[config.mk]
export PLATFORM = sky130hd
export DESIGN_NAME = icache_refill_bridge
export DESIGN_NICKNAME = d
export VERILOG_FILES = /design/src/verilog/refill_pkg.sv /design/src/verilog/icache_refill_bridge.sv /design/src/verilog/line_assembler.sv /design/src/verilog/refill_fsm.sv /design/src/verilog/credit_counter.sv /design/src/verilog/refill_fifo.sv
export SDC_FILE = /design/constraint.sdc
export NUM_CORES = 1
export LEC_CHECK = 0
export ABC_CLOCK_PERIOD_IN_PS = 8800
export BUFFER_PORTS_ARGS = -buffer_cell sky130_fd_sc_hd__buf_2
export CAP_MARGIN = 30
export CORE_UTILIZATION = 38
export CTS_BUF_LIST = sky130_fd_sc_hd__clkbuf_16
export CTS_CLUSTER_DIAMETER = 200
export DETAILED_ROUTE_END_ITERATION = 8
export PLACE_DENSITY = 0.63
export SYNTH_ARGS = -nofsm -noshare
export SYNTH_HDL_FRONTEND = slang
export SYNTH_SLANG_ARGS = --single-unit
[constraint.sdc]
create_clock -name clk_i -period 8.8 [get_ports clk_i]
set_input_delay 0.88 -clock clk_i [delete_from_list [all_inputs] [get_ports clk_i]]
set_output_delay 0.88 -clock clk_i [all_outputs]
set_load 0.01 [all_outputs]
[src/verilog/refill_pkg.sv]
/*
 * Shared widths, counts and payload records of the instruction-cache
 * refill bridge: miss request and line return structs
 */

`default_nettype none

package refill_pkg;

  // Address and data widths
  localparam int ADDR_WIDTH     = 32;
  localparam int BUS_DATA_WIDTH = 32;
  localparam int LINE_WIDTH     = 128;

  // Beats needed to fill one line
  localparam int BEATS_PER_LINE = LINE_WIDTH / BUS_DATA_WIDTH;
  localparam int BEAT_CNT_WIDTH = 2;

  localparam int TID_WIDTH   = 2;
  localparam int BUS_CREDITS = 2;
  localparam int QUEUE_DEPTH = 2;

  // Miss request as queued ahead of the bus
  typedef struct packed {
    logic [ADDR_WIDTH-1:0] paddr;
    logic                  nc;
    logic [TID_WIDTH-1:0]  tid;
  } miss_req_t;

  // Completed line as queued towards the core
  typedef struct packed {
    logic [LINE_WIDTH-1:0] data;
    logic [TID_WIDTH-1:0]  tid;
  } line_rtrn_t;

endpackage

`default_nettype wire
[src/verilog/icache_refill_bridge.sv]
/*
 * Instruction-cache refill bridge top: miss queue, credit counter,
 * refill FSM, line assembler and return queue
 */

`timescale 1ns/1ps
`default_nettype none

module icache_refill_bridge (
  input  wire logic                                  clk_i,
  input  wire logic                                  rst_ni,
  // Miss input from the fetch unit
  input  wire logic                                  miss_valid_i,
  output logic                                       miss_ready_o,
  input  wire logic [refill_pkg::ADDR_WIDTH-1:0]     miss_paddr_i,
  input  wire logic                                  miss_nc_i,
  input  wire logic [refill_pkg::TID_WIDTH-1:0]      miss_tid_i,
  // Line return to the fetch unit
  output logic                                       rtrn_valid_o,
  input  wire logic                                  rtrn_ready_i,
  output logic [refill_pkg::LINE_WIDTH-1:0]          rtrn_data_o,
  output logic [refill_pkg::TID_WIDTH-1:0]           rtrn_tid_o,
  // Bus request channel
  output logic                                       bus_req_valid_o,
  output logic [refill_pkg::ADDR_WIDTH-1:0]          bus_req_addr_o,
  output logic [refill_pkg::BEAT_CNT_WIDTH-1:0]      bus_req_len_o,
  output logic [refill_pkg::TID_WIDTH-1:0]           bus_req_id_o,
  input  wire logic                                  bus_credit_i,
  // Bus read data channel
  input  wire logic                                  bus_rd_valid_i,
  input  wire logic [refill_pkg::BUS_DATA_WIDTH-1:0] bus_rd_data_i,
  input  wire logic                                  bus_rd_last_i
);

  import refill_pkg::*;

  miss_req_t             miss_in;
  miss_req_t             miss_out;
  logic                  miss_full;
  logic                  miss_empty;
  logic                  miss_pop;
  line_rtrn_t            rtrn_in;
  line_rtrn_t            rtrn_out;
  logic                  rtrn_full;
  logic                  rtrn_empty;
  logic                  rtrn_push;
  logic [TID_WIDTH-1:0]  rtrn_tid;
  logic                  has_credit;
  logic                  issue;
  logic                  start;
  logic                  nc;
  logic                  line_done;
  logic [LINE_WIDTH-1:0] line;

  assign miss_in.paddr = miss_paddr_i;
  assign miss_in.nc    = miss_nc_i;
  assign miss_in.tid   = miss_tid_i;
  assign miss_ready_o  = !miss_full;

  refill_fifo #(
    .payload_t (miss_req_t),
    .DEPTH     (QUEUE_DEPTH)
  ) i_miss_queue (
    .clk_i   (clk_i),
    .rst_ni  (rst_ni),
    .push_i  (miss_valid_i),
    .data_i  (miss_in),
    .full_o  (miss_full),
    .pop_i   (miss_pop),
    .data_o  (miss_out),
    .empty_o (miss_empty)
  );

  credit_counter i_credit_counter (
    .clk_i        (clk_i),
    .rst_ni       (rst_ni),
    .issue_i      (issue),
    .credit_i     (bus_credit_i),
    .has_credit_o (has_credit)
  );

  refill_fsm i_refill_fsm (
    .clk_i           (clk_i),
    .rst_ni          (rst_ni),
    .miss_empty_i    (miss_empty),
    .miss_data_i     (miss_out),
    .miss_pop_o      (miss_pop),
    .has_credit_i    (has_credit),
    .issue_o         (issue),
    .bus_req_valid_o (bus_req_valid_o),
    .bus_req_addr_o  (bus_req_addr_o),
    .bus_req_len_o   (bus_req_len_o),
    .bus_req_id_o    (bus_req_id_o),
    .start_o         (start),
    .nc_o            (nc),
    .line_done_i     (line_done),
    .rtrn_full_i     (rtrn_full),
    .rtrn_push_o     (rtrn_push),
    .rtrn_tid_o      (rtrn_tid)
  );

  line_assembler i_line_assembler (
    .clk_i       (clk_i),
    .rst_ni      (rst_ni),
    .start_i     (start),
    .nc_i        (nc),
    .rd_valid_i  (bus_rd_valid_i),
    .rd_data_i   (bus_rd_data_i),
    .rd_last_i   (bus_rd_last_i),
    .line_o      (line),
    .line_done_o (line_done)
  );

  assign rtrn_in.data = line;
  assign rtrn_in.tid  = rtrn_tid;

  refill_fifo #(
    .payload_t (line_rtrn_t),
    .DEPTH     (QUEUE_DEPTH)
  ) i_rtrn_queue (
    .clk_i   (clk_i),
    .rst_ni  (rst_ni),
    .push_i  (rtrn_push),
    .data_i  (rtrn_in),
    .full_o  (rtrn_full),
    .pop_i   (rtrn_ready_i),
    .data_o  (rtrn_out),
    .empty_o (rtrn_empty)
  );

  assign rtrn_valid_o = !rtrn_empty;
  assign rtrn_data_o  = rtrn_out.data;
  assign rtrn_tid_o   = rtrn_out.tid;

endmodule

`default_nettype wire

[src/verilog/line_assembler.sv]
/*
 * Line assembler: beat counter and line buffer,
 * drops each read beat into its word slot
 */

`timescale 1ns/1ps
`default_nettype none

module line_assembler (
  input  wire logic                              clk_i,
  input  wire logic                              rst_ni,
  input  wire logic                              start_i,
  input  wire logic                              nc_i,
  input  wire logic                              rd_valid_i,
  input  wire logic [refill_pkg::BUS_DATA_WIDTH-1:0] rd_data_i,
  input  wire logic                              rd_last_i,
  output logic [refill_pkg::LINE_WIDTH-1:0]      line_o,
  output logic                                   line_done_o
);

  import refill_pkg::*;

  logic [BEATS_PER_LINE-1:0][BUS_DATA_WIDTH-1:0] line_q;
  logic [BEAT_CNT_WIDTH-1:0]                     beat_cnt_q;
  logic                                          nc_q;
  logic                                          line_done_q;
  logic [BEAT_CNT_WIDTH-1:0]                     slot;

  // Bypass data always sits in word 0
  assign slot = nc_q ? '0 : beat_cnt_q;

  always_ff @(posedge clk_i or negedge rst_ni) begin
    if (!rst_ni) begin
      beat_cnt_q  <= '0;
      nc_q        <= 1'b0;
      line_done_q <= 1'b0;
    end else begin
      line_done_q <= 1'b0;
      if (start_i) begin
        beat_cnt_q <= '0;
        nc_q       <= nc_i;
      end else if (rd_valid_i) begin
        beat_cnt_q  <= beat_cnt_q + 1'b1;
        line_done_q <= rd_last_i || nc_q;
      end
    end
  end

  // Words not written by this burst read back as zero
  always_ff @(posedge clk_i) begin
    if (start_i) begin
      line_q <= '0;
    end else if (rd_valid_i) begin
      line_q[slot] <= rd_data_i;
    end
  end

  assign line_o      = line_q;
  assign line_done_o = line_done_q;

endmodule

`default_nettype wire

[src/verilog/refill_fsm.sv]
/*
 * Refill FSM: takes a queued miss, issues one aligned burst,
 * starts the line assembler and pushes the finished line
 */

`timescale 1ns/1ps
`default_nettype none

module refill_fsm (
  input  wire logic                                 clk_i,
  input  wire logic                                 rst_ni,
  // Miss queue side
  input  wire logic                                 miss_empty_i,
  input  refill_pkg::miss_req_t                     miss_data_i,
  output logic                                      miss_pop_o,
  // Credit counter
  input  wire logic                                 has_credit_i,
  output logic                                      issue_o,
  // Bus request
  output logic                                      bus_req_valid_o,
  output logic [refill_pkg::ADDR_WIDTH-1:0]         bus_req_addr_o,
  output logic [refill_pkg::BEAT_CNT_WIDTH-1:0]     bus_req_len_o,
  output logic [refill_pkg::TID_WIDTH-1:0]          bus_req_id_o,
  // Line assembler
  output logic                                      start_o,
  output logic                                      nc_o,
  input  wire logic                                 line_done_i,
  // Return queue side
  input  wire logic                                 rtrn_full_i,
  output logic                                      rtrn_push_o,
  output logic [refill_pkg::TID_WIDTH-1:0]          rtrn_tid_o
);

  import refill_pkg::*;

  typedef enum logic [1:0] {
    IDLE,
    ISSUE,
    WAIT
  } state_e;

  state_e                    state_q;
  state_e                    state_d;
  logic [ADDR_WIDTH-1:0]     addr_q;
  logic [BEAT_CNT_WIDTH-1:0] len_q;
  logic [TID_WIDTH-1:0]      tid_q;
  logic                      nc_q;
  logic                      launch;

  // Only one burst is in flight, so a free slot now is still free at push time
  assign launch = (state_q == IDLE) && !miss_empty_i && has_credit_i && !rtrn_full_i;

  always_comb begin
    state_d = state_q;
    case (state_q)
      IDLE: begin
        if (launch) begin
          state_d = ISSUE;
        end
      end
      ISSUE: begin
        state_d = WAIT;
      end
      WAIT: begin
        if (line_done_i) begin
          state_d = IDLE;
        end
      end
      default: begin
        state_d = IDLE;
      end
    endcase
  end

  always_ff @(posedge clk_i or negedge rst_ni) begin
    if (!rst_ni) begin
      state_q <= IDLE;
    end else begin
      state_q <= state_d;
    end
  end

  // Bypass reads a single word, cacheable reads the whole line
  always_ff @(posedge clk_i) begin
    if (launch) begin
      tid_q <= miss_data_i.tid;
      nc_q  <= miss_data_i.nc;
      if (miss_data_i.nc) begin
        addr_q <= miss_data_i.paddr & ~ADDR_WIDTH'(BUS_DATA_WIDTH / 8 - 1);
        len_q  <= '0;
      end else begin
        addr_q <= miss_data_i.paddr & ~ADDR_WIDTH'(LINE_WIDTH / 8 - 1);
        len_q  <= BEAT_CNT_WIDTH'(BEATS_PER_LINE - 1);
      end
    end
  end

  assign miss_pop_o      = launch;
  assign issue_o         = (state_q == ISSUE);
  assign bus_req_valid_o = (state_q == ISSUE);
  assign bus_req_addr_o  = addr_q;
  assign bus_req_len_o   = len_q;
  assign bus_req_id_o    = tid_q;
  assign start_o         = (state_q == ISSUE);
  assign nc_o            = nc_q;
  assign rtrn_push_o     = (state_q == WAIT) && line_done_i;
  assign rtrn_tid_o      = tid_q;

endmodule

`default_nettype wire

[src/verilog/credit_counter.sv]
/*
 * Request credit counter for the memory bus,
 * loaded at reset, stepped by issue and by returned credits
 */

`timescale 1ns/1ps
`default_nettype none

module credit_counter (
  input  wire logic clk_i,
  input  wire logic rst_ni,
  input  wire logic issue_i,
  input  wire logic credit_i,
  output logic      has_credit_o
);

  import refill_pkg::*;

  logic [$clog2(BUS_CREDITS + 1)-1:0] count_q;

  // Issue and return in one cycle cancel out
  always_ff @(posedge clk_i or negedge rst_ni) begin
    if (!rst_ni) begin
      count_q <= BUS_CREDITS[$clog2(BUS_CREDITS + 1)-1:0];
    end else begin
      case ({issue_i, credit_i})
        2'b10: begin
          count_q <= count_q - 1'b1;
        end
        2'b01: begin
          count_q <= count_q + 1'b1;
        end
        default: begin
          count_q <= count_q;
        end
      endcase
    end
  end

  assign has_credit_o = (count_q != '0);

endmodule

`default_nettype wire

[src/verilog/refill_fifo.sv]
/*
 * Small circular FIFO with a payload type parameter,
 * serves as miss queue and as return queue
 */

`timescale 1ns/1ps
`default_nettype none

module refill_fifo #(
  parameter type payload_t = logic,
  parameter int  DEPTH     = refill_pkg::QUEUE_DEPTH
) (
  input  wire logic clk_i,
  input  wire logic rst_ni,
  input  wire logic push_i,
  input  payload_t  data_i,
  output logic      full_o,
  input  wire logic pop_i,
  output payload_t  data_o,
  output logic      empty_o
);

  localparam int PTR_WIDTH = (DEPTH > 1) ? $clog2(DEPTH) : 1;
  localparam int CNT_WIDTH = $clog2(DEPTH + 1);

  payload_t               mem_q [DEPTH];
  logic [PTR_WIDTH-1:0]   wr_ptr_q;
  logic [PTR_WIDTH-1:0]   rd_ptr_q;
  logic [CNT_WIDTH-1:0]   count_q;
  logic                   do_push;
  logic                   do_pop;

  assign full_o  = (count_q == CNT_WIDTH'(DEPTH));
  assign empty_o = (count_q == '0);
  assign data_o  = mem_q[rd_ptr_q];

  // Requests against a full or empty queue are dropped here
  assign do_push = push_i && !full_o;
  assign do_pop  = pop_i && !empty_o;

  always_ff @(posedge clk_i or negedge rst_ni) begin
    if (!rst_ni) begin
      wr_ptr_q <= '0;
      rd_ptr_q <= '0;
      count_q  <= '0;
    end else begin
      if (do_push) begin
        wr_ptr_q <= (wr_ptr_q == PTR_WIDTH'(DEPTH - 1)) ? '0 : wr_ptr_q + 1'b1;
      end
      if (do_pop) begin
        rd_ptr_q <= (rd_ptr_q == PTR_WIDTH'(DEPTH - 1)) ? '0 : rd_ptr_q + 1'b1;
      end
      if (do_push && !do_pop) begin
        count_q <= count_q + 1'b1;
      end else if (do_pop && !do_push) begin
        count_q <= count_q - 1'b1;
      end
    end
  end

  always_ff @(posedge clk_i) begin
    if (do_push) begin
      mem_q[wr_ptr_q] <= data_i;
    end
  end

endmodule

`default_nettype wire

After elaboration in Yosys (flattened, before gate mapping)
Memories as Yosys holds them, arrays and structs flattened.
Index checks and enable logic that the tools add are counted.

storage, ports and cells
  bits in registers = 181
  RAM bits = 330
  output and inout port bits = 169
  word-level logic and storage cells = 99
  memories = 2

operators by class
  add/sub/neg operators = 11
  order comparisons = 2
  equal/unequal tests = 8
  mux-type cells = 25
  reductions and logical operators = 31

memory list
  name                depth  width  rd ports  clocked after Yosys merged registers in  write ports  RTL line           text
  i_rtrn_queue.mem_q  2      130    1         0                                        1            refill_fifo.sv:26  payload_t mem_q [DEPTH];
  i_miss_queue.mem_q  2      35     1         0                                        1            refill_fifo.sv:26

operators with widths
  cell                 number
  $bwmux 128           1
  $demux 32 s2         1
  $mux 32              1
  $mux 2               10
  $logic_and 1x1->1    13
  $mux 1               10
  $reduce_bool 2->1    5
  $add 2x1->2 const B  4
  $eq 2x2->1 const B   4
  $logic_not 1->1      8
  $logic_not 2->1      3
  $pmux 2 s3           1
  $sub 2x1->2 const B  3
  $add 1x1->1 const B  4
  $eq 2x1->1 const B   2
  $pmux 2 s2           1
  $lt 2x3->1 const B   1
  $ge 2x1->1 const B   1
  $ne 2x1->1 const B   1
  $ne 2x2->1 const B   1
  $reduce_and 2->1     1
  $logic_or 1x1->1     1

Longest topological paths before layout
Gate-level depths: netlist of run 1.

  depth after elaboration = 9
  gate-level depth with buffers = 7

Hierarchy
A second synthesis of run 1 with hierarchy kept.

unflattened totals
  cells, all modules = 1197
  area total of the unflattened synthesis = 19374.8 um^2

modules (own cells, without submodules)
  module                       times used  cells an instance  area each (um^2)  sequential area each (um^2)
  refill_fifo at i_rtrn_queue  1           424                9953.3            7907.6
  line_assembler               1           580                5246.3            2662.6
  refill_fifo at i_miss_queue  1           128                2872.8            2202.1
  refill_fsm                   1           54                 1191.1            1071.0
  credit_counter               1           9                  103.8             51.3
  icache_refill_bridge         1           2                  7.5               0.0

Worst setup path before layout of run 1
No wires, ideal clock.

  path type = flip-flop to flip-flop
  start = reg i_rtrn_queue.count_q[1]
  end = mem i_rtrn_queue.mem_q[0][0] (netlist bit) (enable)
  arrival time = 6.567 ns
  path slack = 1.596 ns
  cell stages (with the launch flop) = 4
  cells stage by stage = dfrtp_1 nor2b_1 nor3b_2 nor2b_1

between the ends
  word-level cells in the longest chain between the ends = 5

ends and longest elaborated chain
  what                            RTL line           text
  start: declaration              refill_fifo.sv:29  logic [CNT_WIDTH-1:0] count_q;
  start signal: assignment        refill_fifo.sv:54  count_q <= count_q + 1'b1;
  start signal: assignment        refill_fifo.sv:56  count_q <= count_q - 1'b1;
  $eq 2x2->1                      refill_fifo.sv:33  assign full_o = (count_q == CNT_WIDTH'(DEPTH));
  $logic_not 1->1                 refill_fifo.sv:38  assign do_push = push_i && !full_o;
  $logic_and 1x1->1               refill_fifo.sv:38
  named net i_rtrn_queue.do_push  refill_fifo.sv:30  logic do_push;
  $mux 1                          refill_fifo.sv:62  if (do_push) begin
  $mux 1 (not written as such)    refill_fifo.sv:63  mem_q[wr_ptr_q] <= data_i;
  end: declaration                refill_fifo.sv:26

The timed path passes the listed nets, and every way through them passes these cells.

Worst setup path in the final report of run 1
  start = reg i_rtrn_queue.rd_ptr_q
  end = out rtrn_data_o[67] (netlist bit)

between the ends
  word-level cells in the longest chain between the ends = 1

ends and longest elaborated chain
  what                      RTL line                    text
  start: declaration        refill_fifo.sv:28           logic [PTR_WIDTH-1:0] rd_ptr_q;
  start signal: assignment  refill_fifo.sv:51           rd_ptr_q <= (rd_ptr_q == PTR_WIDTH'(DEPTH - 1)) ? '0 : rd_ptr_q + 1'b1;
  $mem_v2 2x130             n/a
  end: declaration          icache_refill_bridge.sv:21  output logic [refill_pkg::LINE_WIDTH-1:0] rtrn_data_o,

Every way passes these cells.

==> results.rst, run 1 <==
.. list-table::
   :header-rows: 1

   * - Metric
     - Value
   * - Final Slew Violations
     - 0
   * - Cell Rows
     - 79
   * - Category of the worst setup path capture point
     - output port
   * - Residual DRC
     - 34
   * - Setup Total Neg Slack
     - 0 ps
   * - I/O Buffers
     - roughly 240
   * - Async SR Flop Fraction
     - 3.17%
   * - Share of the synthesized area in the top cell type
     - slightly below 60%
   * - Number of detailed-routing iterations run before antenna repair
     - 8
   * - Cells after DPL
     - around 2k
   * - Worst Reg-to-Reg Cells
     - 5
   * - Number of standard cells in the final layout excluding fillers
     - 2076
   * - CP Data Arrival Time
     - approximately 3000 ps
   * - Clock root cell
     - sky130_fd_sc_hd__clkbuf_16
   * - Worst reg2reg startpoint
     - i_refill_fsm.state_q[0]
   * - Total length of routed wires
     - 40800 µm
   * - Overall Power
     - a little under 8 mW
   * - Ratio of total power to cell area
     - 359 nW/µm²
   * - Die area
     - 48600 µm²
   * - Die Y-Extent
     - 220 µm
   * - Minimum hold slack
     - approximately 220 ps
   * - Total number of vias
     - between 10k and 15k
   * - Clock slew at reported path FFs
     - roughly 60 ps
   * - Final core area utilization
     - between 40 and 50%
   * - Fin Clk Skew
     - 20.7 ps
   * - Most area-consuming cells after synthesis
     - sky130_fd_sc_hd__edfxtp_1 (60%), sky130_fd_sc_hd__dfxtp_1 (14%), sky130_fd_sc_hd__mux2_2 (9.9%), sky130_fd_sc_hd__nand2_1 (4.1%), sky130_fd_sc_hd__a21oi_1 (3.5%)
   * - Maximum clock rate
     - 0.262 GHz
   * - TritonCTS Buffers
     - 52
   * - Largest net degree at the start of global routing
     - 84
   * - Total overflow reported by the global router
     - 0
   * - LEAKAGE
     - 7.81 nW
   * - Synth unique cells
     - 36
   * - I/O pin count
     - 243
   * - Setup repair after global routing missed its margin
     - no
   * - Seq/Total Area, Yosys
     - approximately 76%
   * - Starting utilization of the core area
     - 38.7%
   * - Final cell area excluding filler cells
     - 21600 µm²
   * - Number of clock sinks
     - around 500
   * - CTS Buffer Depth
     - 3
   * - Startpoint of the most critical setup path
     - i_rtrn_queue.rd_ptr_q
   * - Via-per-instance ratio
     - 4.95
   * - Post-route minimum period
     - 3820 ps
   * - Yosys synthesis warning count
     - 0
   * - Max FO, Critical Path
     - 61
   * - Setup-violating endpoint count in the final report
     - 0
   * - Violated checks
     - design-rule violations
   * - Startpoint kind of the worst setup timing path
     - flip-flop
   * - GR Util All Layers
     - 16.7%
   * - Dpl cell area
     - 19900 µm²
   * - Worst Path Required
     - about 8000 ps
   * - Initial antenna violation count
     - 4
   * - Global-route wire length before repair
     - 60500 µm
   * - Post-placement worst setup slack
     - about 5500 ps
   * - Count of flip-flops with a built-in enable after synthesis
     - 360
   * - Core outline area
     - 46900 µm²
   * - Final nets
     - 1500
   * - Area leader, netlist
     - sky130_fd_sc_hd__edfxtp_1
   * - Number of register bits inferred by synthesis
     - 504
   * - H-Tree Level Count
     - 2
   * - Main synth FF type
     - sky130_fd_sc_hd__edfxtp_1
   * - Detailed-placement wirelength estimate
     - 24200 µm
   * - Number of buffers inserted by post-CTS setup repair
     - 0
   * - Later-pin clock latency in the skew report
     - 600 ps
   * - Number of routed nets with antenna violations
     - 0
   * - Violation count after the first detailed-routing iteration
     - 572
   * - Max-cap check violation count
     - 0
   * - Slew at the pin closest to its max-slew limit
     - 985 ps
   * - Number of standard cells after synthesis
     - 1186
   * - Hold-fix buffer count after cts
     - 0
   * - CP Class
     - reg2out
   * - Result of the run
     - complete, but fails checks
   * - Number of failing hold endpoints at the final stage
     - 0
   * - Share of the cycle needed by the critical path after routing
     - 43.4%
   * - TritonCTS clock tree
     - done
   * - RD Place Congestion
     - 0.734
   * - Maximum resistive drop on vdd
     - 0.225 mV
   * - Share of layout cells above drive strength 1
     - 34.5%
   * - Kind of path behind the tightest hold check
     - in2async
   * - Cell Area, Synth
     - about 18000 µm²
   * - Average cell area after synthesis
     - around 15 µm²
   * - Via count of the first global-routing pass
     - slightly above 10k
   * - Worst-case headroom to the max-slew limit
     - 34.4%
   * - Layout overhead on the synthesized area
     - 19.0%
   * - Die width
     - around 220 µm
   * - Drt wl/cell
     - 19.7 µm
   * - Setup ws final
     - about 5000 ps
   * - Number of gates resized after CTS
     - 0
[cell type report]
cell class | instances | area (µm²)
clock buffer | 52 | 1300
tap | 607 | 759
inverter | 5 | 21.3
fill | 4131 | 25300
multi-input combinational | 604 | 3970
timing repair buffer | 256 | 1400
antenna | 3 | 7.51
sequential | 504 | 13800
clock inverter | 45 | 349
[cell usage in the layout, fill, tap and decap left out, types with 9 or more instances in the layout]
cell type                   instances
sky130_fd_sc_hd__mux2_2           160
sky130_fd_sc_hd__nand2_1          198
sky130_fd_sc_hd__xor2_1             9
sky130_fd_sc_hd__dfrtp_1           13
sky130_fd_sc_hd__clkinv_1          10
sky130_fd_sc_hd__inv_1             17
sky130_fd_sc_hd__edfxtp_1         360
sky130_fd_sc_hd__o21ai_0           34
sky130_fd_sc_hd__buf_4             14
sky130_fd_sc_hd__dfxtp_1          128
sky130_fd_sc_hd__nand3_1           32
sky130_fd_sc_hd__a21oi_1          128
sky130_fd_sc_hd__buf_2            238
sky130_fd_sc_hd__clkbuf_16         52
[worst max-delay path, stage by stage (launching register included)]
cell	delay, ps
sky130_fd_sc_hd__dfrtp_4	1000
sky130_fd_sc_hd__buf_4	390
sky130_fd_sc_hd__buf_16	320
sky130_fd_sc_hd__mux2_2	420
sky130_fd_sc_hd__buf_2	150
[state kept, by name, summed over array words and instances (netlist names)]
| signal | flops |
|---|---|
| i_rtrn_queue.rd_ptr_q | 1 |
| i_refill_fsm.bus_req_id_o | 2 |
| i_refill_fsm.bus_req_addr_o | 30 |
| i_miss_queue.rd_ptr_q | 1 |
| i_line_assembler.line_done_o | 1 |
| i_rtrn_queue.wr_ptr_q | 1 |
| i_credit_counter.count_q | 2 |
| i_miss_queue.mem_q | 66 |
| i_miss_queue.wr_ptr_q | 1 |
| i_rtrn_queue.mem_q | 260 |
| i_line_assembler.beat_cnt_q | 2 |
| i_miss_queue.count_q | 2 |
| i_refill_fsm.state_q | 2 |
| i_line_assembler.nc_q | 1 |
| i_rtrn_queue.count_q | 2 |
| i_line_assembler.line_o | 128 |
| i_refill_fsm.nc_o | 1 |
| i_refill_fsm.bus_req_len_o | 1 |
[synthesized netlist by cell type (2+ instances only)]
master,instances
sky130_fd_sc_hd__xnor2_1,6
sky130_fd_sc_hd__dfrtp_1,15
sky130_fd_sc_hd__mux2_2,160
sky130_fd_sc_hd__nor2_1,9
sky130_fd_sc_hd__nand2b_1,3
sky130_fd_sc_hd__clkbuf_1,22
sky130_fd_sc_hd__ha_1,3
sky130_fd_sc_hd__edfxtp_1,360
sky130_fd_sc_hd__mux2i_1,3
sky130_fd_sc_hd__nand3_1,32
sky130_fd_sc_hd__inv_1,4
sky130_fd_sc_hd__dfxtp_1,128
sky130_fd_sc_hd__o21ai_0,34
sky130_fd_sc_hd__nand4bb_1,2
sky130_fd_sc_hd__buf_4,4
sky130_fd_sc_hd__buf_6,10
sky130_fd_sc_hd__and4bb_2,2
sky130_fd_sc_hd__xor2_1,9
sky130_fd_sc_hd__a21oi_1,128
sky130_fd_sc_hd__buf_2,38
sky130_fd_sc_hd__nand2_1,198
sky130_fd_sc_hd__nor2b_1,2
[power by group]
group,switching (mW),internal [mW]
clock network,0.904,1.20
logic,1.07,0.796
registers,0.392,3.39
[kinds of logic after synthesis]
| logic type | count (synthesis) | share of synthesized area (%) |
|---|---|---|
| buffers and inverters | 79 | 2.39 |
| AO/OA/AOI/OAI | 165 | 4.62 |
| adder cells (fa/ha/maj) | 3 | 0.207 |
| XOR/XNOR | 15 | 0.724 |
| other | 1 | 0.0207 |
| AND/OR/NAND/NOR | 256 | 5.98 |
| multiplexers | 163 | 10.1 |
| flip-flops | 504 | 76.0 |
[final timing paths]
| check | to | slack (ps) |
|---|---|---|
| worst max register to register | i_rtrn_queue.mem_q[1][31] | 5770 |
| worst max-delay path | rtrn_data_o[67] | 4980 |
| min in group clk_i | i_rtrn_queue.mem_q[0][16] | 440 |
| max in group asynchronous | i_rtrn_queue.rd_ptr_q | 8260 |
| worst min register to register | i_rtrn_queue.mem_q[0][16] | 440 |
| worst min-delay path | i_miss_queue.wr_ptr_q | 220 |
[metal layers]
layer | global-route usage, % | part of all wire, %
met2 | 27.2 | 47
met5 | 0 | 0.032
met1 | 20.6 | 41
met4 | 5.13 | 2.5
met3 | 6.05 | 9.1
(Power assumes the default switching activity.)
==> run 2, diff against run 1 <==
--- a/config.mk
+++ b/config.mk
@@ -5,14 +5,15 @@
 export SDC_FILE = /design/constraint.sdc
 export NUM_CORES = 1
 export LEC_CHECK = 0
-export ABC_CLOCK_PERIOD_IN_PS = 8800
+export ABC_AREA = 1
+export ABC_CLOCK_PERIOD_IN_PS = 3300
 export BUFFER_PORTS_ARGS = -buffer_cell sky130_fd_sc_hd__buf_2
 export CAP_MARGIN = 30
 export CORE_UTILIZATION = 38
 export CTS_BUF_LIST = sky130_fd_sc_hd__clkbuf_16
 export CTS_CLUSTER_DIAMETER = 200
 export DETAILED_ROUTE_END_ITERATION = 8
-export PLACE_DENSITY = 0.63
+export PLACE_DENSITY = 0.65
 export SYNTH_ARGS = -nofsm -noshare
 export SYNTH_HDL_FRONTEND = slang
 export SYNTH_SLANG_ARGS = --single-unit
==> constraint.sdc (replaced) <==
create_clock -name clk_i -period 3.3 [get_ports clk_i]
set_input_delay 0.33 -clock clk_i [delete_from_list [all_inputs] [get_ports clk_i]]
set_output_delay 0.33 -clock clk_i [all_outputs]
set_load 0.01 [all_outputs]
==> results.rst, run 2 <==
.. list-table::
   :header-rows: 1

   * - Metric
     - Value
   * - Result of the run
     - finished, final reports clean
   * - Fin Clk Skew
     - 11.3 ps
   * - Setup ws final
     - 389 ps
   * - Number of buffers inserted by post-CTS setup repair
     - 0
   * - Share of the synthesized area in the top cell type
     - about three fifths
   * - Starting utilization of the core area
     - 38.6%
   * - Area leader, netlist
     - sky130_fd_sc_hd__edfxtp_1
   * - Main synth FF type
     - sky130_fd_sc_hd__edfxtp_1
   * - Post-placement worst setup slack
     - 971 ps
   * - Share of layout cells above drive strength 1
     - 17.7%
   * - Critical Path Slowest Stage Cell
     - sky130_fd_sc_hd__dfrtp_4
   * - Clock slew at reported path FFs
     - 60 ps
   * - Sequential share of power
     - 45.2%
   * - Average cell area after synthesis
     - 11.0 µm²
   * - Number of gates resized after CTS
     - 0
   * - TritonCTS clock tree
     - done
   * - Slowest stage delay, CP
     - 590 ps
   * - Max FO, Critical Path
     - 51
   * - I/O pin count
     - around 240
   * - Most used standard cells in the synthesized netlist
     - sky130_fd_sc_hd__nand2_1 (602), sky130_fd_sc_hd__edfxtp_1 (360), sky130_fd_sc_hd__nor2_1 (239), sky130_fd_sc_hd__dfxtp_1 (128), sky130_fd_sc_hd__inv_1 (88)
   * - Detailed-placement wirelength estimate
     - 29100 µm
   * - Maximum clock rate
     - between 0.3 and 0.4 GHz
   * - Number of detailed-routing iterations run before antenna repair
     - 6
   * - Total overflow reported by the global router
     - 0
   * - Residual DRC
     - 0
   * - Reg area
     - 13800 µm²
   * - Largest register FFs
     - 260
   * - Core outline area
     - ~48000 µm²
   * - Drt wl/cell
     - 17.8 µm
   * - Seq/Total Area, Yosys
     - 74.3%
   * - Final Slew Violations
     - 0
   * - Most repeated library cell on the critical path
     - sky130_fd_sc_hd__nand2_1
   * - TritonCTS Buffers
     - between 50 and 60
   * - Async SR Flop Fraction
     - 3.17%
   * - CP Class
     - reg2out
   * - Sw Share
     - 34.7%
   * - Die Y-Extent
     - 223 µm
   * - Category of the worst setup path capture point
     - output port
   * - Kind of path behind the tightest hold check
     - in2reg
   * - Violation count after the first detailed-routing iteration
     - between 900 and 1k
   * - Synth unique cells
     - 29
   * - Via-per-instance ratio
     - about 4.8
   * - Net switching power figure
     - 7.37 mW
   * - Max-cap check violation count
     - 0
   * - Number of failing hold endpoints at the final stage
     - 0
   * - Power share of the clock group
     - 26.0%
   * - Ratio of total power to cell area
     - about 950 nW/µm²
   * - Setup repair after global routing missed its margin
     - no
   * - I/O Buffers
     - about 240
   * - Antenna Diode Count
     - 0
   * - H-Tree Level Count
     - 2
   * - Clock root cell
     - sky130_fd_sc_hd__clkbuf_16
   * - Setup-violating endpoint count in the final report
     - 0
   * - Number of standard cells after synthesis
     - 1680
   * - Total length of routed wires
     - 46500 µm
   * - Fraction of power consumed by combinational cells
     - between 20% and 30%
   * - Initial antenna violation count
     - 2
   * - Number of clock sinks
     - 504
   * - Commonest non-fill, non-tap cells in the layout
     - sky130_fd_sc_hd__nand2_1 (602), sky130_fd_sc_hd__edfxtp_1 (360), sky130_fd_sc_hd__buf_2 (238)
   * - Most common cell after layout, fill and taps aside
     - sky130_fd_sc_hd__nand2_1
   * - Later-pin clock latency in the skew report
     - approximately 600 ps
   * - Internal cell power
     - 13.9 mW
   * - Total area of multi-input combinational cells
     - slightly above 4000 µm²
   * - List of cells traversed by the critical path
     - inv_4 > buf_4 > nand2_1 > nand2_1 > buf_2
   * - Yosys synthesis warning count
     - 0
   * - Final core area utilization
     - 46.8%
   * - Maximum resistive drop on vdd
     - about 0.63 mV
   * - RD Place Congestion
     - 0.760
   * - Die width
     - 223 µm
   * - Count of flip-flops with a built-in enable after synthesis
     - 360
   * - Cell Rows
     - 80
   * - Final nets
     - roughly 2.0k
   * - Die area
     - 49600 µm²
   * - LEAKAGE
     - slightly below 10 nW
   * - CP Data Arrival Time
     - 2580 ps
   * - Largest net degree at the start of global routing
     - between 70 and 80
   * - Worst-case headroom to the max-slew limit
     - 38.9%
   * - GR Util All Layers
     - about a fifth
   * - Number of routed nets with antenna violations
     - 0
   * - Slew at the pin closest to its max-slew limit
     - between 900 and 1000 ps
   * - Post-route minimum period
     - 2910 ps
   * - Top register by number of flip-flops
     - i_rtrn_queue.mem_q
   * - Startpoint kind of the worst setup timing path
     - flip-flop
   * - Share of the cycle needed by the critical path after routing
     - 88.2%
   * - CTS Buffer Depth
     - 3
   * - Worst Path Required
     - 2970 ps
   * - Count of filler cells inserted in the layout
     - 4331
   * - Cell Area, Synth
     - approximately 19000 µm²
   * - Most frequent cell after synthesis
     - sky130_fd_sc_hd__nand2_1
   * - Layout overhead on the synthesized area
     - 21.0%
   * - Largest delay contributor family on the critical path
     - buffers and inverters
   * - Total number of vias
     - 12.4k
   * - Via count of the first global-routing pass
     - 12.1k
   * - Global-route wire length before repair
     - between 60000 and 70000 µm
   * - Most area-consuming cells after synthesis
     - sky130_fd_sc_hd__edfxtp_1 (58%), sky130_fd_sc_hd__dfxtp_1 (14%), sky130_fd_sc_hd__nand2_1 (12%), sky130_fd_sc_hd__nor2_1 (4.8%), sky130_fd_sc_hd__dfrtp_1 (2.0%)
   * - Number of register bits inferred by synthesis
     - 504
   * - Worst path bufs/invs
     - 3
run 2: cell types whose count changed in the layout (fill, tap and decap cells not counted), sizes merged, moves of 5 or more:
cell         previous run  this run
nor2                    9       240
xor2                    9         3
o21ai                  34        70
clkinv                 23        18
nand2                 198       603
mux2                  160         0
a21oi                 128        33
dlygate4sd3             0        35
inv                    20       115
buf                   256       266
run 2: final timing paths:
kind	slack [ps]	depth (start not counted)	end	from
hold reg to reg	450	0	i_rtrn_queue.mem_q[1][65]	i_line_assembler.line_o[63]
min in group asynchronous	170	2	i_credit_counter.count_q[0]	rst_ni
setup / recovery	390	5	rtrn_data_o[79]	i_rtrn_queue.rd_ptr_q
hold / removal	60	3	i_line_assembler.line_o[40]	bus_rd_data_i[8]
max in group asynchronous	2830	2	i_credit_counter.count_q[1]	rst_ni
setup reg to reg	1050	5	i_rtrn_queue.mem_q[1][51]	i_rtrn_queue.count_q[0]
run 2: repair_timing:
| item | CTS | global route |
|---|---|---|
| hold buffers | 35 | 0 |
| endpoints found under the hold margin | 83 | 0 |
| endpoints found under the setup margin | 0 | 0 |
run 2: worst reg2reg max path, stage by stage (launching register included):
cell                      delay (ps)
sky130_fd_sc_hd__dfrtp_1         390
sky130_fd_sc_hd__inv_1            80
sky130_fd_sc_hd__nand2_1         110
sky130_fd_sc_hd__nand3_1         220
sky130_fd_sc_hd__nor2_4          760
sky130_fd_sc_hd__buf_12          360
run 2: area by class of cell:
| cell class | count | area share, % |
|---|---|---|
| clock inverters | 45 | 1.29 |
| well taps | 615 | 3.43 |
| flip-flops and latches | 504 | 61.4 |
| multi-input cells | 999 | 18.1 |
| inverters | 93 | 1.58 |
| repair buffers | 301 | 8.26 |
| clock buffers | 53 | 5.91 |
run 2: power groups by stage:
stage / logic (mW) / clock network [mW] / registers (mW)
3_5_place_dp: 6.18 / 0 / 9.74
4_1_cts: 6.24 / 5.63 / 9.63
3_3_place_gp: 6.04 / 0 / 9.64
2_1_floorplan: 3.76 / 0 / 9.61
6_report: 6.12 / 5.53 / 9.61
5_1_grt: 6.90 / 5.90 / 9.79
run 2: metal layers:
metal  wire length [µm]  track usage (%)
met5                 24                0
met4               1690             7.21
met3               4190             6.25
met2              21800             30.3
met1              18800             23.2
run 2: cell families (layout without fill, tap and decap cells):
kind of cell	after synthesis	after routing	synth area share [%]
DFF	504	504	74.3
adders and majority gates	3	3	0.203
other	1	2	0.0202
AOI/OAI and AO/OA	103	103	2.80
and+or+nand+nor	884	884	18.3
buffers and inverters	178	492	3.99
xor gates and xnor gates	7	7	0.331
run 2: per-stage QoR:
stage | instance area (µm²) | setup TNS, ps | power, mW | hold WS [ps] | instances
6_report | 22400 | 0 | 21.3 | 57.2 | 2610
5_1_grt | 22400 | 0 | 22.6 | 28.0 | 2610
4_1_cts | 22400 | 0 | 21.5 | 19.7 | 2610
3_5_place_dp | 20500 | 0 | 15.9 | 276 | 2477
3_3_place_gp | 20400 | 0 | 15.7 | 259 | 2476
2_1_floorplan | 18500 | -312280 | 13.4 | 34.4 | 1681
==> run 3, diff against run 2 <==
--- a/config.mk
+++ b/config.mk
@@ -10,7 +10,6 @@
 export BUFFER_PORTS_ARGS = -buffer_cell sky130_fd_sc_hd__buf_2
 export CAP_MARGIN = 30
 export CORE_UTILIZATION = 38
-export CTS_BUF_LIST = sky130_fd_sc_hd__clkbuf_16
 export CTS_CLUSTER_DIAMETER = 200
 export DETAILED_ROUTE_END_ITERATION = 8
 export PLACE_DENSITY = 0.65
==> constraint.sdc (replaced) <==
create_clock -name clk_i -period 3.3 [get_ports clk_i]
set_input_delay 0.165 -clock clk_i [delete_from_list [all_inputs] [get_ports clk_i]]
set_output_delay 0.165 -clock clk_i [all_outputs]
set_load 0.01 [all_outputs]
==> results.rst, run 3 (synthesis gave the netlist of run 2 again) <==
.. list-table::
   :header-rows: 1

   * - Metric
     - Value
   * - Core outline area
     - ~48000 µm²
   * - LEAKAGE
     - 9.84 nW
   * - Violation count after the first detailed-routing iteration
     - approximately 770
   * - Internal cell power
     - 13.9 mW
   * - RD Place Congestion
     - between 0.7 and 0.8
   * - Setup Total Neg Slack
     - 0 ps
   * - H-Tree Level Count
     - 2
   * - Die area
     - 49600 µm²
   * - Metal3 WL
     - 4150 µm
   * - I/O pin count
     - 243
   * - Antenna Diode Count
     - 0
   * - Sequential share of power
     - 45.0%
   * - Slew at the pin closest to its max-slew limit
     - 820 ps
   * - Via count of the first global-routing pass
     - 12.2k
   * - TritonCTS Buffers
     - 51
   * - Via-per-instance ratio
     - 4.69
   * - Total overflow reported by the global router
     - 0
   * - Starting utilization of the core area
     - a little under 40%
   * - Worst Reg-to-Reg Cells
     - 5
   * - Worst-case headroom to the max-slew limit
     - 45.2%
   * - Number of clock sinks
     - between 500 and 600
   * - Final Slew Violations
     - 0
   * - Top register by number of flip-flops
     - i_rtrn_queue.mem_q
   * - Initial antenna violation count
     - 1
   * - Cell Rows
     - 80
   * - CP Class
     - reg2out
   * - Largest register FFs
     - 260
   * - Die Y-Extent
     - 223 µm
   * - Residual DRC
     - 0
   * - CTS Buffer Depth
     - 3
   * - Largest net degree at the start of global routing
     - 89
   * - Drt wl/cell
     - 17.7 µm
   * - Post-route minimum period
     - 2670 ps
   * - Layout overhead on the synthesized area
     - 22.8%
   * - CP Data Arrival Time
     - 2510 ps
   * - Number of detailed-routing iterations run before antenna repair
     - 5
   * - I/O Buffers
     - 238
   * - Maximum clock rate
     - between 0.3 and 0.4 GHz
   * - Commonest non-fill, non-tap cells in the layout
     - sky130_fd_sc_hd__nand2_1 (602), sky130_fd_sc_hd__edfxtp_1 (360), sky130_fd_sc_hd__buf_2 (238)
   * - Setup-violating endpoint count in the final report
     - 0
   * - Count of filler cells inserted in the layout
     - 4286
   * - Number of failing hold endpoints at the final stage
     - 0
   * - GR Util All Layers
     - between 10% and 20%
   * - Max-cap check violation count
     - 0
   * - Clock root cell
     - sky130_fd_sc_hd__clkbuf_16
   * - Fraction of power consumed by combinational cells
     - 29.2%
   * - Maximum resistive drop on vdd
     - 0.544 mV
   * - Kind of path behind the tightest hold check
     - in2reg
   * - Worst hold stages
     - 3
   * - Highest metal used
     - met4
   * - TritonCTS clock tree
     - done
   * - Total length of routed wires
     - 46800 µm
   * - Result of the run
     - finished, final reports clean
   * - Die width
     - about 220 µm
   * - Final cell area excluding filler cells
     - roughly 23000 µm²
   * - Final nets
     - 2061
   * - Startpoint kind of the worst setup timing path
     - flip-flop
   * - Later-pin clock latency in the skew report
     - 610 ps
   * - Most common cell after layout, fill and taps aside
     - sky130_fd_sc_hd__nand2_1
   * - Net switching power figure
     - 7.38 mW
   * - Total number of vias
     - roughly 12k
   * - Final core area utilization
     - 47.5%
   * - Detailed-placement wirelength estimate
     - slightly below 30000 µm
   * - Power share of the clock group
     - about a quarter
   * - Max FO, Critical Path
     - 67
   * - Number of routed nets with antenna violations
     - 0
   * - Share of the cycle needed by the critical path after routing
     - between 80% and 90%
   * - Share of layout cells above drive strength 1
     - 17.4%
   * - Met2 wire length
     - roughly 22000 µm
   * - Fin Clk Skew
     - 29.0 ps
   * - Setup repair after global routing missed its margin
     - no
   * - Ratio of total power to cell area
     - 937 nW/µm²
   * - Category of the worst setup path capture point
     - output port
   * - Wire length on met1
     - 19400 µm
   * - Clock slew at reported path FFs
     - 60 ps
   * - Dpl cell area
     - 20400 µm²
   * - Worst Path Required
     - 3130 ps
   * - Sw Share
     - between 30% and 40%
   * - Global-route wire length before repair
     - 70500 µm
run 3: cell types whose count changed in the layout (fill, tap and decap cells not counted), sizes merged:
cell         change
clkinv           +1
inv             -19
buf              -3
clkinvlp         -1
bufinv           -1
dlygate4sd3     +37
clkbuf          +17
run 3: layer usage:
layer	track usage, %	vias to the layer above
met5	0	-
met4	6.21	0
met3	6.41	69
met2	30.7	408
met1	23.3	5868
li1	-	6053
run 3: power by group through the flow:
| stage | Sequential [mW] | Combinational, mW | Clock (mW) |
|---|---|---|---|
| after detailed placement | 9.71 | 6.21 | 0 |
| after global placement | 9.61 | 6.08 | 0 |
| after global routing | 9.75 | 7.01 | 5.88 |
| after CTS | 9.60 | 6.29 | 5.62 |
| after floorplan | 9.61 | 3.76 | 0 |
| final | 9.59 | 6.22 | 5.50 |
run 3: worst paths after layout:
path / startpoint / endpoint / slack (ps)
worst min register to register: i_line_assembler.line_o[56] / i_rtrn_queue.mem_q[0][58] / 440
max in group asynchronous: rst_ni / i_rtrn_queue.rd_ptr_q / 2020
worst min-delay path: bus_rd_data_i[18] / i_line_assembler.line_o[50] / 60
min in group asynchronous: rst_ni / i_credit_counter.count_q[1] / 90
worst max-delay path: i_rtrn_queue.rd_ptr_q / rtrn_data_o[33] / 630
worst max register to register: i_rtrn_queue.count_q[0] / i_rtrn_queue.mem_q[0][20] / 1040
run 3: through the flow:
step | cells | worst slack, ps | total power, mW | hold WS (ps)
floorplan | 1681 | -1210 | 13.4 | -131
global placement | 2472 | 1050 | 15.7 | 95.6
detailed placement | 2473 | 1020 | 15.9 | 99.3
CTS | 2640 | 556 | 21.5 | 14.3
global route | 2641 | 458 | 22.6 | 16.0
finish | 2641 | 628 | 21.3 | 58.5
run 3: timing repair:
action	CTS	global route
hold buffers	72	0
setup buffers	0	0
resized for setup	0	0
hold endpoints to repair	197	0
run 3: worst max-delay path, stage by stage (launching register included):
cell,delay (ps)
sky130_fd_sc_hd__dfrtp_4,510
sky130_fd_sc_hd__inv_4,590
sky130_fd_sc_hd__buf_12,370
sky130_fd_sc_hd__nand2_1,90
sky130_fd_sc_hd__nand2_1,140
sky130_fd_sc_hd__buf_2,160
run 3: cell type report:
| cell class | instances | area, µm² | area share, % |
|---|---|---|---|
| Inverter | 93 | 354 | 1.56 |
| Sequential cell | 504 | 13800 | 60.6 |
| Tap cell | 615 | 769 | 3.38 |
| Clock buffer | 70 | 1410 | 6.19 |
| Timing Repair Buffer | 335 | 2190 | 9.65 |
| Multi-Input combinational cell | 999 | 4050 | 17.8 |
| Clock inverter | 25 | 193 | 0.847 |
